## config.mk

```make
export PLATFORM = sky130hd
export DESIGN_NAME = sifhTop
export DESIGN_NICKNAME = d
export VERILOG_FILES = /design/src/sifhPkg.sv /design/src/histBuilder.sv /design/src/histRam.sv /design/src/peakFinder.sv /design/src/sifhControl.sv /design/src/sifhTop.sv
export VERILOG_INCLUDE_DIRS = /design/src
export SDC_FILE = /design/constraint.sdc
export NUM_CORES = 1
export LEC_CHECK = 0
export BUFFER_PORTS_ARGS = -buffer_cell sky130_fd_sc_hd__clkbuf_2
export CORE_MARGIN = 8
export CORE_UTILIZATION = 50
export DETAILED_ROUTE_END_ITERATION = 6
export GPL_TIMING_DRIVEN = 0
export PLACE_DENSITY_LB_ADDON = 0.12
export SLEW_MARGIN = 0
export SYNTH_ARGS = -nofsm -noshare
export SYNTH_HDL_FRONTEND = slang
export SYNTH_SLANG_ARGS = --single-unit
```

## constraint.sdc

```tcl
create_clock -name clk -period 2.6 [get_ports clk]
set_clock_uncertainty 0.1 [all_clocks]
set_input_delay 0.13 -clock clk [delete_from_list [all_inputs] [get_ports clk]]
set_output_delay 0.13 -clock clk [all_outputs]
set_load 0.03 [all_outputs]
```

## src/sifh_settings.svh

```systemverilog
`ifndef SIFH_SETTINGS_SVH
`define SIFH_SETTINGS_SVH

// TDC arrival code, upper half picks the coarse bin
`define CODE_W 10

// bin index and SRAM address width, 32 bins
`define BIN_W 5

// bin count width, counts saturate at all ones
`define CNT_W 4

// events offered to each histogram pass
`define EVENTS_PER_PASS 20

`endif

```

## src/sifhPkg.sv

```systemverilog
`include "sifh_settings.svh"

package sifhPkg;

    typedef logic [`CODE_W-1:0] codeT;   // raw TDC code
    typedef logic [`BIN_W-1:0]  binT;    // bin index / SRAM address
    typedef logic [`CNT_W-1:0]  countT;  // bin content

    // measurement sequence, one pass per pair of clear and build
    typedef enum logic [2:0] {
        clearCoarse,
        buildCoarse,
        peakCoarse,
        clearFine,
        buildFine,
        peakFine,
        report
    } phaseT;

endpackage

```

## src/histBuilder.sv

```systemverilog
`timescale 1ns/100ps
`include "sifh_settings.svh"

module histBuilder (
    input  logic           clk,
    input  logic           res,
    input  logic           buildStart,
    input  logic           buildFine,
    input  sifhPkg::binT   buildWindow,
    input  logic           tdcReq,
    input  sifhPkg::codeT  tdcCode,
    output logic           tdcAck,
    output logic           tdcEnable,
    output logic           we,
    output sifhPkg::binT   waddr,
    output sifhPkg::countT wdata,
    output logic           re,
    output sifhPkg::binT   raddr,
    input  sifhPkg::countT rdata,
    output logic           buildDone
);

    localparam int EvW = $clog2(`EVENTS_PER_PASS + 1);

    typedef enum logic [2:0] {
        sIdle,
        sClear,
        sWait,
        sRead,
        sIncr,
        sWrite,
        sAck,
        sDone
    } stateT;

    stateT          state;
    sifhPkg::binT   clrAddr;   // clear sweep pointer
    logic [EvW-1:0] evCount;   // offered events this pass
    sifhPkg::binT   evBin;     // bin of the event in flight
    logic           evInWin;   // event is binned, not discarded
    sifhPkg::countT incCount;  // bin content after increment
    sifhPkg::binT   codeHi;
    sifhPkg::binT   codeLo;

    assign codeHi = tdcCode[`CODE_W-1 -: `BIN_W];
    assign codeLo = tdcCode[`BIN_W-1:0];

    always_ff @(posedge clk or negedge res) begin
        if (!res) begin
            state     <= sIdle;
            clrAddr   <= '0;
            evCount   <= '0;
            tdcAck    <= 1'b0;
            buildDone <= 1'b0;
        end else begin
            buildDone <= 1'b0;
            case (state)
                sIdle: begin
                    if (buildStart) begin
                        clrAddr <= '0;
                        evCount <= '0;
                        state   <= sClear;
                    end
                end
                sClear: begin
                    clrAddr <= clrAddr + 1'b1;
                    if (clrAddr == '1) begin
                        state <= sWait;  // all bins zero
                    end
                end
                sWait: begin
                    if (tdcReq) begin
                        state <= sRead;
                    end
                end
                sRead: state <= sIncr;
                sIncr: state <= sWrite;
                sWrite: begin
                    tdcAck <= 1'b1;  // 3rd edge after req sampled
                    state  <= sAck;
                end
                sAck: begin
                    if (!tdcReq) begin
                        tdcAck <= 1'b0;
                        if (evCount == EvW'(`EVENTS_PER_PASS - 1)) begin
                            state <= sDone;
                        end else begin
                            evCount <= evCount + 1'b1;
                            state   <= sWait;
                        end
                    end
                end
                sDone: begin
                    buildDone <= 1'b1;
                    state     <= sIdle;
                end
                default: state <= sIdle;
            endcase
        end
    end

    always_ff @(posedge clk) begin
        if (state == sWait && tdcReq) begin
            evBin   <= buildFine ? codeLo : codeHi;
            evInWin <= !buildFine || (codeHi == buildWindow);
        end
        if (state == sIncr) begin
            incCount <= (rdata == '1) ? rdata : rdata + 1'b1;  // saturate
        end
    end

    assign tdcEnable = state inside {sWait, sRead, sIncr, sWrite, sAck};

    // discarded fine events walk the same states with the SRAM idle
    assign we    = (state == sClear) || (state == sWrite && evInWin);
    assign waddr = (state == sClear) ? clrAddr : evBin;
    assign wdata = (state == sClear) ? '0 : incCount;
    assign re    = (state == sRead) && evInWin;
    assign raddr = evBin;

    // ack only answers a request held through the whole read-modify-write
    ackAfterReq: assert property (@(posedge clk) disable iff (!res)
        $rose(tdcAck) |-> $past(tdcReq) && $past(tdcReq, 2) && $past(tdcReq, 3));
    noRwCollide: assert property (@(posedge clk) disable iff (!res)
        !(we && re && waddr == raddr));

endmodule

```

## src/histRam.sv

```systemverilog
`timescale 1ns/100ps
`include "sifh_settings.svh"

module histRam (
    input  logic           clk,
    input  logic           we,
    input  sifhPkg::binT   waddr,
    input  sifhPkg::countT wdata,
    input  logic           re,
    input  sifhPkg::binT   raddr,
    output sifhPkg::countT rdata
);

    sifhPkg::countT mem [0:(1 << `BIN_W) - 1];  // one word per bin

    always_ff @(posedge clk) begin
        if (we) begin
            mem[waddr] <= wdata;
        end
        if (re) begin
            rdata <= mem[raddr];  // old data on a same-cycle write
        end
    end

    // a floating address would corrupt or read a random bin
    waddrKnown: assert property (@(posedge clk) we |-> !$isunknown(waddr));
    raddrKnown: assert property (@(posedge clk) re |-> !$isunknown(raddr));

endmodule

```

## src/peakFinder.sv

```systemverilog
`timescale 1ns/100ps

module peakFinder (
    input  logic           clk,
    input  logic           res,
    input  logic           scanStart,
    output logic           re,
    output sifhPkg::binT   raddr,
    input  sifhPkg::countT rdata,
    output logic           scanDone,
    output sifhPkg::binT   peakBin,
    output sifhPkg::countT peakCount
);

    logic         busy;     // read sweep running
    sifhPkg::binT addr;
    logic         rdValid;  // rdata belongs to rdBin
    sifhPkg::binT rdBin;

    always_ff @(posedge clk or negedge res) begin
        if (!res) begin
            busy      <= 1'b0;
            addr      <= '0;
            rdValid   <= 1'b0;
            rdBin     <= '0;
            scanDone  <= 1'b0;
            peakBin   <= '0;
            peakCount <= '0;
        end else begin
            scanDone <= 1'b0;
            rdValid  <= busy;
            rdBin    <= addr;
            if (busy) begin
                addr <= addr + 1'b1;
                if (addr == '1) begin
                    busy <= 1'b0;
                end
            end else if (scanStart) begin
                busy      <= 1'b1;
                addr      <= '0;
                peakBin   <= '0;
                peakCount <= '0;
            end
            if (rdValid) begin
                if (rdata > peakCount) begin  // strict, ties keep lower bin
                    peakBin   <= rdBin;
                    peakCount <= rdata;
                end
                if (rdBin == '1) begin
                    scanDone <= 1'b1;  // last bin compared
                end
            end
        end
    end

    assign re    = busy;
    assign raddr = addr;

    noAddrWrap: assert property (@(posedge clk) disable iff (!res)
        re && raddr == '1 |=> !re);

endmodule

```

## src/sifhControl.sv

```systemverilog
`timescale 1ns/100ps

module sifhControl (
    input  logic           clk,
    input  logic           res,
    output logic           buildStart,
    output sifhPkg::binT   buildWindow,
    output logic           buildFine,
    input  logic           buildDone,
    output logic           scanStart,
    input  logic           scanDone,
    input  sifhPkg::binT   peakBin,
    input  sifhPkg::countT peakCount,
    input  logic           bldWe,
    input  sifhPkg::binT   bldWaddr,
    input  sifhPkg::countT bldWdata,
    input  logic           bldRe,
    input  sifhPkg::binT   bldRaddr,
    input  logic           fndRe,
    input  sifhPkg::binT   fndRaddr,
    output logic           ramWe,
    output sifhPkg::binT   ramWaddr,
    output sifhPkg::countT ramWdata,
    output logic           ramRe,
    output sifhPkg::binT   ramRaddr,
    output logic           resultReq,
    input  logic           resultAck,
    output sifhPkg::codeT  resultCode,
    output sifhPkg::countT resultCount,
    output sifhPkg::countT coarseCount
);

    sifhPkg::phaseT phase;
    sifhPkg::phaseT phaseNext;
    logic           phaseNew;   // first cycle of a phase
    logic           clearEnd;   // last clear write of the builder
    logic           bldOwn;
    logic           fndOwn;
    sifhPkg::binT   coarseBin;  // becomes the fine window
    sifhPkg::countT coarseCnt;

    assign clearEnd = bldWe && (bldWaddr == '1);

    always_comb begin
        phaseNext = phase;
        case (phase)
            sifhPkg::clearCoarse: if (clearEnd)  phaseNext = sifhPkg::buildCoarse;
            sifhPkg::buildCoarse: if (buildDone) phaseNext = sifhPkg::peakCoarse;
            sifhPkg::peakCoarse:  if (scanDone)  phaseNext = sifhPkg::clearFine;
            sifhPkg::clearFine:   if (clearEnd)  phaseNext = sifhPkg::buildFine;
            sifhPkg::buildFine:   if (buildDone) phaseNext = sifhPkg::peakFine;
            sifhPkg::peakFine:    if (scanDone)  phaseNext = sifhPkg::report;
            sifhPkg::report: begin
                if (!resultReq && !resultAck) begin
                    phaseNext = sifhPkg::clearCoarse;  // handshake closed
                end
            end
            default: phaseNext = sifhPkg::clearCoarse;
        endcase
    end

    always_ff @(posedge clk or negedge res) begin
        if (!res) begin
            phase     <= sifhPkg::clearCoarse;
            phaseNew  <= 1'b1;  // kicks the first clear
            resultReq <= 1'b0;
        end else begin
            phase    <= phaseNext;
            phaseNew <= (phaseNext != phase);
            if (phase == sifhPkg::peakFine && scanDone) begin
                resultReq <= 1'b1;
            end else if (resultReq && resultAck) begin
                resultReq <= 1'b0;
            end
        end
    end

    always_ff @(posedge clk) begin
        if (phase == sifhPkg::peakCoarse && scanDone) begin
            coarseBin <= peakBin;
            coarseCnt <= peakCount;
        end
    end

    assign buildStart  = phaseNew && (phase == sifhPkg::clearCoarse || phase == sifhPkg::clearFine);
    assign scanStart   = phaseNew && (phase == sifhPkg::peakCoarse || phase == sifhPkg::peakFine);
    assign buildFine   = (phase == sifhPkg::clearFine) || (phase == sifhPkg::buildFine);
    assign buildWindow = coarseBin;

    // SRAM port ownership by phase
    assign bldOwn = phase inside {sifhPkg::clearCoarse, sifhPkg::buildCoarse,
                                  sifhPkg::clearFine, sifhPkg::buildFine};
    assign fndOwn = (phase == sifhPkg::peakCoarse) || (phase == sifhPkg::peakFine);

    assign ramWe    = bldOwn && bldWe;
    assign ramWaddr = bldWaddr;
    assign ramWdata = bldWdata;
    assign ramRe    = (bldOwn && bldRe) || (fndOwn && fndRe);
    assign ramRaddr = fndOwn ? fndRaddr : bldRaddr;

    // finder holds its peak until the next scan, past the result handshake
    assign resultCode  = {coarseBin, peakBin};
    assign resultCount = peakCount;
    assign coarseCount = coarseCnt;

    oneMaster: assert property (@(posedge clk) disable iff (!res)
        !((bldWe || bldRe) && fndRe));
    resultHeld: assert property (@(posedge clk) disable iff (!res)
        resultReq && !resultAck |=> resultReq && $stable(resultCode)
            && $stable(resultCount) && $stable(coarseCount));

endmodule

```

## src/sifhTop.sv

```systemverilog
`timescale 1ns/100ps

module sifhTop (
    input  logic           clk,
    input  logic           res,
    input  logic           tdcReq,
    input  sifhPkg::codeT  tdcCode,
    output logic           tdcAck,
    output logic           tdcEnable,
    output logic           resultReq,
    output sifhPkg::codeT  resultCode,
    output sifhPkg::countT resultCount,
    output sifhPkg::countT coarseCount,
    input  logic           resultAck
);

    logic           buildStart;
    sifhPkg::binT   buildWindow;
    logic           buildFine;
    logic           buildDone;
    logic           scanStart;
    logic           scanDone;
    sifhPkg::binT   peakBin;
    sifhPkg::countT peakCount;
    logic           bldWe;
    sifhPkg::binT   bldWaddr;
    sifhPkg::countT bldWdata;
    logic           bldRe;
    sifhPkg::binT   bldRaddr;
    logic           fndRe;
    sifhPkg::binT   fndRaddr;
    logic           ramWe;
    sifhPkg::binT   ramWaddr;
    sifhPkg::countT ramWdata;
    logic           ramRe;
    sifhPkg::binT   ramRaddr;
    sifhPkg::countT ramRdata;  // shared by both masters

    sifhControl uControl (
        .clk(clk), .res(res),
        .buildStart(buildStart), .buildWindow(buildWindow),
        .buildFine(buildFine), .buildDone(buildDone),
        .scanStart(scanStart), .scanDone(scanDone),
        .peakBin(peakBin), .peakCount(peakCount),
        .bldWe(bldWe), .bldWaddr(bldWaddr), .bldWdata(bldWdata),
        .bldRe(bldRe), .bldRaddr(bldRaddr),
        .fndRe(fndRe), .fndRaddr(fndRaddr),
        .ramWe(ramWe), .ramWaddr(ramWaddr), .ramWdata(ramWdata),
        .ramRe(ramRe), .ramRaddr(ramRaddr),
        .resultReq(resultReq), .resultAck(resultAck),
        .resultCode(resultCode), .resultCount(resultCount),
        .coarseCount(coarseCount)
    );

    histBuilder uBuilder (
        .clk(clk), .res(res),
        .buildStart(buildStart), .buildFine(buildFine), .buildWindow(buildWindow),
        .tdcReq(tdcReq), .tdcCode(tdcCode), .tdcAck(tdcAck), .tdcEnable(tdcEnable),
        .we(bldWe), .waddr(bldWaddr), .wdata(bldWdata),
        .re(bldRe), .raddr(bldRaddr), .rdata(ramRdata),
        .buildDone(buildDone)
    );

    peakFinder uFinder (
        .clk(clk), .res(res),
        .scanStart(scanStart),
        .re(fndRe), .raddr(fndRaddr), .rdata(ramRdata),
        .scanDone(scanDone), .peakBin(peakBin), .peakCount(peakCount)
    );

    histRam uRam (
        .clk(clk),
        .we(ramWe), .waddr(ramWaddr), .wdata(ramWdata),
        .re(ramRe), .raddr(ramRaddr), .rdata(ramRdata)
    );

endmodule

```

==> results.txt, run 1 <==
Slowest cell delay on critical path -> 0.38 ns
# DRC -> 0
Ratio of cells with drive above 1 in the final layout -> 26.2%
Worst Hold End -> uFinder.rdValid
Die area -> 22200 um2
Most frequent cells in the layout -> edfxtp_1, nand3_1, o21ai_0
Unrepaired setup endpoints after global routing -> yes
Worst slew margin -> 28.9%
Worst Hold Class -> reg2reg
CP startpoint kind -> flop
Final WL -> 22.8 mm
DRT iter0 DRCs -> 751
YS warnings -> 0
Seq/Total Area, Yosys -> 63.2%
I/O Buffers -> 34
Syn Inst Count -> 755
Fin crit period -> 2.66 ns
Vias -> 6692
Fin. Hold Viols -> 0
Die Y -> 149 um
Clock Sinks -> 193
Area Overhead vs Synth -> 20.9%
Clock tree buffer depth -> 2
Yosys reg bits -> 193
Worst-path clk slew -> 0.08 ns
Clock Tree Root -> clkbuf_16
Initial antenna violation count -> 0
Post-DP HPWL -> 15.2 mm
Slowest library cell on the worst path -> dfrtp_1
Overall Global Routing Usage -> 21.2%
Asr flop ratio synth -> 21.8%
Failing checks -> setup timing
CP endpoint kind -> flop
Hold path depth -> 0
Crit share post-route -> 102%
Final ANT Viol Nets -> 0
R2R depth -> 10
First-pass DRT Iterations -> 7
N_diodes -> 0
GP Congestion -> 0.918
Slew Viols, Final -> 0
Syn_area_per_cell -> 11.7 um2
H-tree depth -> 4
VDD IR max -> 0.448 mV
Cell variety after synth -> 64
Commonest non-fill, non-tap cell in the layout -> edfxtp_1
Initial Util -> 51.1%
Cell repeated most along the worst path -> buf_6
Routed WL per cell -> 20.9 um
Crit path max-delay family -> simple AND/OR/NAND/NOR gates
GRT overflow -> 0
Vias in the first global route -> 6654
CTS tree -> done
Outcome -> finished with violations
Mean number of vias per cell -> 6.16
First-pass GRT wire length -> 36.2 mm
Crit-path cells -> buf_6, or3b_1, buf_6, buf_6, a21oi_4, buf_6, o21ai_0, nand3_1, a41oi_2, nor4_2
Main synth FF type -> edfxtp_1
Final setup fails -> 4
Tot Pwr -> 5.79 mW
Pin count of the biggest net entering global routing -> 43
Clk_lat worst skew -> 0.43 ns
R2R Path Start -> uControl.phase[0]
Worst EP arrival -> 2.80 ns
WS Path Type -> reg2reg
Die width -> 149 um
Critical Path RT -> 2.73 ns
Final Util -> 61.8%
Boundary pin count -> 35
# rows -> 48
Critical Path Fanout Max -> 7
Max Freq -> 376 MHz
Reg2reg setup slack -> -0.06 ns
R2R Path End -> uRam.rdata[1]
Number of flops mapped to enable cells by yosys -> 151
Max_cap viols -> 0
CTS Buf Count -> 17
Hold wc startpoint -> uFinder.re
Layout Nets -> 877
Fillers -> 1338
Pleak -> 3.13 nW
Slew @ Worst Pin -> 1.07 ns
P per Cell Area -> 542 nW/um2
Final worst slack -> -0.0629 ns
CP bufs+invs -> 4
Mapped Area -> 8840 um2
Syn Nets -> 783
Core Area -> 17300 um2
-- Yosys cell counts (6+ instances only) --
cell	number	area [um2]
dfrtp_1	41	1030
a21oi_1	9	45.0
a41oi_1	16	140
mux2_2	9	101
nor2b_1	8	50.1
buf_6	6	67.6
clkbuf_1	23	86.3
nand3_1	136	681
ha_1	14	175
and2_1	6	37.5
edfxtp_1	151	4530
inv_1	18	67.6
nor3b_1	6	45.0
mux2i_1	7	70.1
buf_2	9	45.0
nand2_1	48	180
nor2_1	47	176
nor3_1	8	40.0
o21ai_0	96	480
-- cell type report --
cell class / instances / area [um2] / area share, %
Timing Repair Buffer: 76 / 557 / 5.21
Tap cell: 225 / 282 / 2.64
Buffer: 45 / 289 / 2.71
Sequential cell: 193 / 5590 / 52.3
Clock inverter: 13 / 103 / 0.960
Multi-Input combinational cell: 498 / 3350 / 31.4
Inverter: 18 / 67.6 / 0.632
Clock buffer: 19 / 443 / 4.15
-- cells by family after synthesis --
family	count (synthesis)	share of synthesized area, %
muxes	16	1.94
DFF	193	63.2
and+or+nand+nor	293	16.5
buffers and inverters	64	3.45
xor gates and xnor gates	9	0.892
adders and majority gates	14	1.98
AOI/OAI and AO/OA	166	12.0
-- what timing repair did --
item | in CTS | in global routing
hold buffers | 13 | 0
setup buffers | 25 | 3
endpoints found under the hold margin | 48 | 0
cloned | 1 | 0
endpoints found under the setup margin | 246 | 224
gates resized for setup | 92 | 35
pin swaps | 25 | 8
-- power breakdown --
part           leakage, nW  internal [mW]  total, mW         switching [mW]
logic                 1.43         0.0254     0.0503                 0.0250
clock network        0.265           1.27       2.45                   1.18
registers             1.44           3.29       3.29  0.0000000000000000508
-- registers in the layout (all words and copies together) (netlist names), 3 cells and up --
| register | count |
|---|---|
| uBuilder.raddr | 5 |
| uFinder.peakBin | 5 |
| uBuilder.evCount | 5 |
| uFinder.peakCount | 4 |
| uFinder.rdBin | 5 |
| uRam.rdata | 4 |
| uBuilder.state | 3 |
| uControl.coarseCount | 4 |
| uBuilder.clrAddr | 5 |
| uControl.buildWindow | 5 |
| uControl.phase | 3 |
| uBuilder.incCount | 4 |
| uFinder.raddr | 5 |
| uRam.mem | 128 |
-- stage by stage --
| step | instance area [um2] | worst slack [ns] | instances | hold slack (ns) | setup TNS (ns) |
|---|---|---|---|---|---|
| after global placement | 9290 | -0.443 | 1014 | 0.236 | -52.85 |
| after CTS | 10600 | -0.00846 | 1085 | 0.273 | -0.0145 |
| final | 10700 | -0.0629 | 1087 | 0.280 | -0.192 |
| after detailed placement | 9290 | -0.492 | 1014 | 0.235 | -65.71 |
| after floorplan | 8840 | 0.207 | 755 | -0.266 | 0 |
| after global routing | 10700 | -0.121 | 1087 | 0.288 | -0.583 |
-- how the worst max path moves through the flow --
stage                            startpoint              to  slack, ns  cells after the start
after floorplan           uControl.phase[0]   uRam.rdata[0]       0.21                     10
after global placement    uControl.phase[2]   uRam.rdata[2]      -0.44                      8
after detailed placement  uBuilder.state[1]  uRam.mem[2][1]      -0.49                      6
after CTS                 uControl.phase[0]   uRam.rdata[2]     -0.008                     11
after global routing      uControl.phase[0]   uRam.rdata[2]      -0.12                     11
final                     uControl.phase[0]   uRam.rdata[1]      -0.06                     10
-- layer usage --
| metal | track usage (%) | vias up | share of wire (%) |
|---|---|---|---|
| met5 | 0 | - | 0 |
| met4 | 8.13 | 0 | 2.6 |
| met3 | 4.10 | 50 | 6.9 |
| met2 | 34.2 | 318 | 48 |
| met1 | 27.9 | 3283 | 42 |
| li1 | - | 3041 | - |
Power figures use the tool's default switching activity.
==> inputs of run 2 (changes only) <==
--- a/config.mk
+++ b/config.mk
@@ -6,6 +6,7 @@
 export SDC_FILE = /design/constraint.sdc
 export NUM_CORES = 1
 export LEC_CHECK = 0
+export ABC_AREA = 1
 export BUFFER_PORTS_ARGS = -buffer_cell sky130_fd_sc_hd__clkbuf_2
 export CORE_MARGIN = 8
 export CORE_UTILIZATION = 50
==> results.txt, run 2 <==
Clock tree buffer depth -> 2 (unchanged)
Final setup fails -> 14 (+10)
Clk_lat worst skew -> 0.44 ns (about the same)
Worst EP arrival -> 2.61 ns (-0.19 ns)
Pin count of the biggest net entering global routing -> 43 (unchanged)
Multi-input gate area -> 2870 um2 (-15%)
Outcome -> finished with violations
Slowest library cell on the worst path -> nor2_2
Yosys reg bits -> 193 (unchanged)
Fin crit period -> 2.60 ns (-0.0598 ns)
Commonest cells post-synth -> inv_1, nand2_1, nand3_1
Post-DP HPWL -> 14.8 mm (-2.6%)
CTS tree -> done
Slew @ Worst Pin -> 1.08 ns (+0.0128 ns)
Slew Viols, Final -> 0 (unchanged)
GP Congestion -> 0.870 (-5.1%)
DRT iter0 DRCs -> 587 (-22%)
Top reg by flops -> uRam.mem
CTS Buf Count -> 17 (unchanged)
Syn Nets -> 969 (+24%)
# DRC -> 0 (unchanged)
H-tree depth -> 4 (unchanged)
Routed WL per cell -> 17.5 um (-16%)
Seq/Total Area, Yosys -> 61.4% (-1.8 points)
Failing checks -> setup timing
Sequential share of power -> 38.0% (-19 points)
Commonest non-fill, non-tap cell in the layout -> inv_1
Vias in the first global route -> 6430 (-3.4%)
Overall Global Routing Usage -> 20.3% (-0.90 points)
Boundary pin count -> 35 (unchanged)
Die area -> 22800 um2 (+2.6%)
Mapped Area -> 9100 um2 (+3.0%)
Slowest cell delay on critical path -> 0.81 ns (+0.43 ns)
N_diodes -> 0 (unchanged)
Main synth FF type -> edfxtp_1
Worst slew margin -> 28.1% (-0.85 points)
Sw Share -> 39.8% (+19 points)
Most frequent cell after synthesis -> inv_1
Final Util -> 59.5% (-2.3 points)
# rows -> 49 (+2.1%)
Tot Pwr -> 11.1 mW (+93%)
Area Overhead vs Synth -> 17.0%
Most frequent cells in the layout -> inv_1, nand2_1, nand3_1
VDD IR max -> 0.624 mV (+39%)
Final worst slack -> -0.00309 ns (+0.0598 ns)
Die width -> 151 um (+1.3%)
CP endpoint kind -> flop
Cell variety after synth -> 35 (-45%)
Mean number of vias per cell -> 5.26 (-15%)
Synth area leader -> edfxtp_1
Initial Util -> 50.8% (-0.26 points)
GRT overflow -> 0 (unchanged)
Vias -> 6610 (-1.2%)
Synth top area cells -> edfxtp_1, dfrtp_1, nand3_1
Ratio of cells with drive above 1 in the final layout -> 16.5% (-9.8 points)
CP startpoint kind -> flop
Internal Power -> 6.70 mW (+46%)
Critical Path RT -> 2.61 ns (-0.12 ns)
Max Freq -> 384 MHz (+2.3%)
Core Area -> 17900 um2 (+3.5%)
Syn_area_per_cell -> 9.67 um2 (-17%)
Crit path max-delay family -> simple AND/OR/NAND/NOR gates
Pleak -> 4.69 nW (+50%)
I/O Buffers -> 34 (unchanged)
Cell repeated most along the worst path -> inv_1
Die Y -> 151 um (+1.3%)
Number of flops mapped to enable cells by yosys -> 151 (unchanged)
Fin. Hold Viols -> 0 (unchanged)
Worst-path clk slew -> 0.07 ns (about the same)
P per Cell Area -> 1050 nW/um2 (+93%)
NetSw -> 4.44 mW (+270%)
Reg area -> 5590 um2 (unchanged)
Asr flop ratio synth -> 21.8% (unchanged)
CP bufs+invs -> 3 (-1)
Final WL -> 22.0 mm (-3.5%)
First-pass GRT wire length -> 34.8 mm (-3.7%)
Largest register FFs -> 128 (unchanged)
Worst Hold Class -> in2reg
First-pass DRT Iterations -> 6 (-1)
Clock network power share -> 23.5% (-19 points)
YS warnings -> 0 (unchanged)
Critical Path Fanout Max -> 16 (+9)
Syn Inst Count -> 941 (+25%)
Unrepaired setup endpoints after global routing -> yes
Top-area cell type share of the netlist area -> 49.8% (-1.5 points)
Clock Sinks -> 193 (unchanged)
Crit-path cells -> inv_1, ha_1, nand2_4, buf_2, inv_1, nor2_2
Combinational share of power -> 38.4% (+38 points)
Crit share post-route -> 100% (-2.3 points)
Fillers -> 1548 (+16%)
Initial antenna violation count -> 0 (unchanged)
Clock Tree Root -> clkbuf_16
WS Path Type -> reg2reg
Layout Nets -> 1042 (+19%)
Final ANT Viol Nets -> 0 (unchanged)
Max_cap viols -> 0 (unchanged)
## run 2: changes by cell type after synthesis, sizes merged, moves of 8 or more
cell / before / now
nor2b: 8 / 0
nand2: 48 / 177
o21ai: 100 / 35
nand3: 136 / 177
inv: 18 / 198
a41oi: 16 / 0
clkbuf: 24 / 7
nor2: 47 / 63
## run 2: logic make-up (layout without fill, tap and decap cells)
group                      count (synthesis)  after routing  synth area share (%)
adders and majority gates                 14             14                  1.92
DFF                                      193            193                  61.4
xor gates and xnor gates                   9              9                 0.866
AOI/OAI and AO/OA                         62             62                  4.14
muxes                                      4              4                 0.495
buffers and inverters                    227            312                  10.0
and+or+nand+nor                          432            433                  21.2
## run 2: worst reg2reg max path, cell delays in order, from the launching register on
cell	delay, ns
dfrtp_1	0.38
inv_1	0.09
ha_1	0.24
nand2_4	0.11
buf_2	0.23
inv_1	0.32
nor2_2	0.82
## run 2: repair_timing
action                                  CTS  global route
hold endpoints to repair                 49             0
pin swaps                                 1             2
hold buffers                             13             0
endpoints found under the setup margin  128           183
cloned                                    0             1
setup buffers                             1             3
gates resized for setup                  14            71
## run 2: layout make-up
type	instances	share of cell area, %
clock inverters	8	0.576
repair buffers	53	3.50
well taps	229	2.69
clock buffers	24	5.03
multi-input cells	522	26.9
flip-flops and latches	193	52.5
plain buffers	28	1.80
inverters	199	7.02
## run 2: final timing paths
kind / depth (start not counted) / slack, ns / endpoint / start
worst max register to register: 6 / -0.003 / uRam.mem[23][1] / uBuilder.state[1]
max in group asynchronous: 2 / 1.35 / uControl.phase[1] / res
worst max-delay path: 6 / -0.003 / uRam.mem[23][1] / uBuilder.state[1]
worst min-delay path: 3 / 0.09 / uBuilder.evInWin / tdcCode[7]
worst min register to register: 0 / 0.36 / uFinder.rdBin[3] / uFinder.raddr[3]
min in group asynchronous: 2 / 0.32 / uBuilder.evCount[1] / res
## run 2: per-stage QoR
step	setup WS [ns]	setup TNS [ns]	hold WS (ns)	instance area (um2)	instances
finish	-0.00309	-0.0296	0.0938	10600	1256
global route	-0.123	-7.47	0.0992	10600	1256
CTS	-0.0400	-0.440	0.0804	10400	1252
detailed placement	-0.308	-20.29	0.247	9620	1206
global placement	-1.20	-156.23	0.236	9560	1204
floorplan	0.319	0	-0.266	9100	941
## run 2: routing by layer
layer,GRT usage (%),part of all wire [%],up-vias
met5,0,0,-
met4,6.19,1.8,0
met3,4.66,6.5,30
met2,30.9,46,212
met1,28.4,46,3151
li1,-,-,3217
## run 2: power by group through the flow
| stage | clock (mW) | combinational [mW] | sequential (mW) |
|---|---|---|---|
| floorplan | 0 | 2.50 | 4.35 |
| global placement | 0 | 3.75 | 4.30 |
| detailed placement | 0 | 3.86 | 4.29 |
| CTS | 2.65 | 3.96 | 4.23 |
| global route | 2.77 | 4.71 | 4.28 |
| finish | 2.62 | 4.28 | 4.23 |
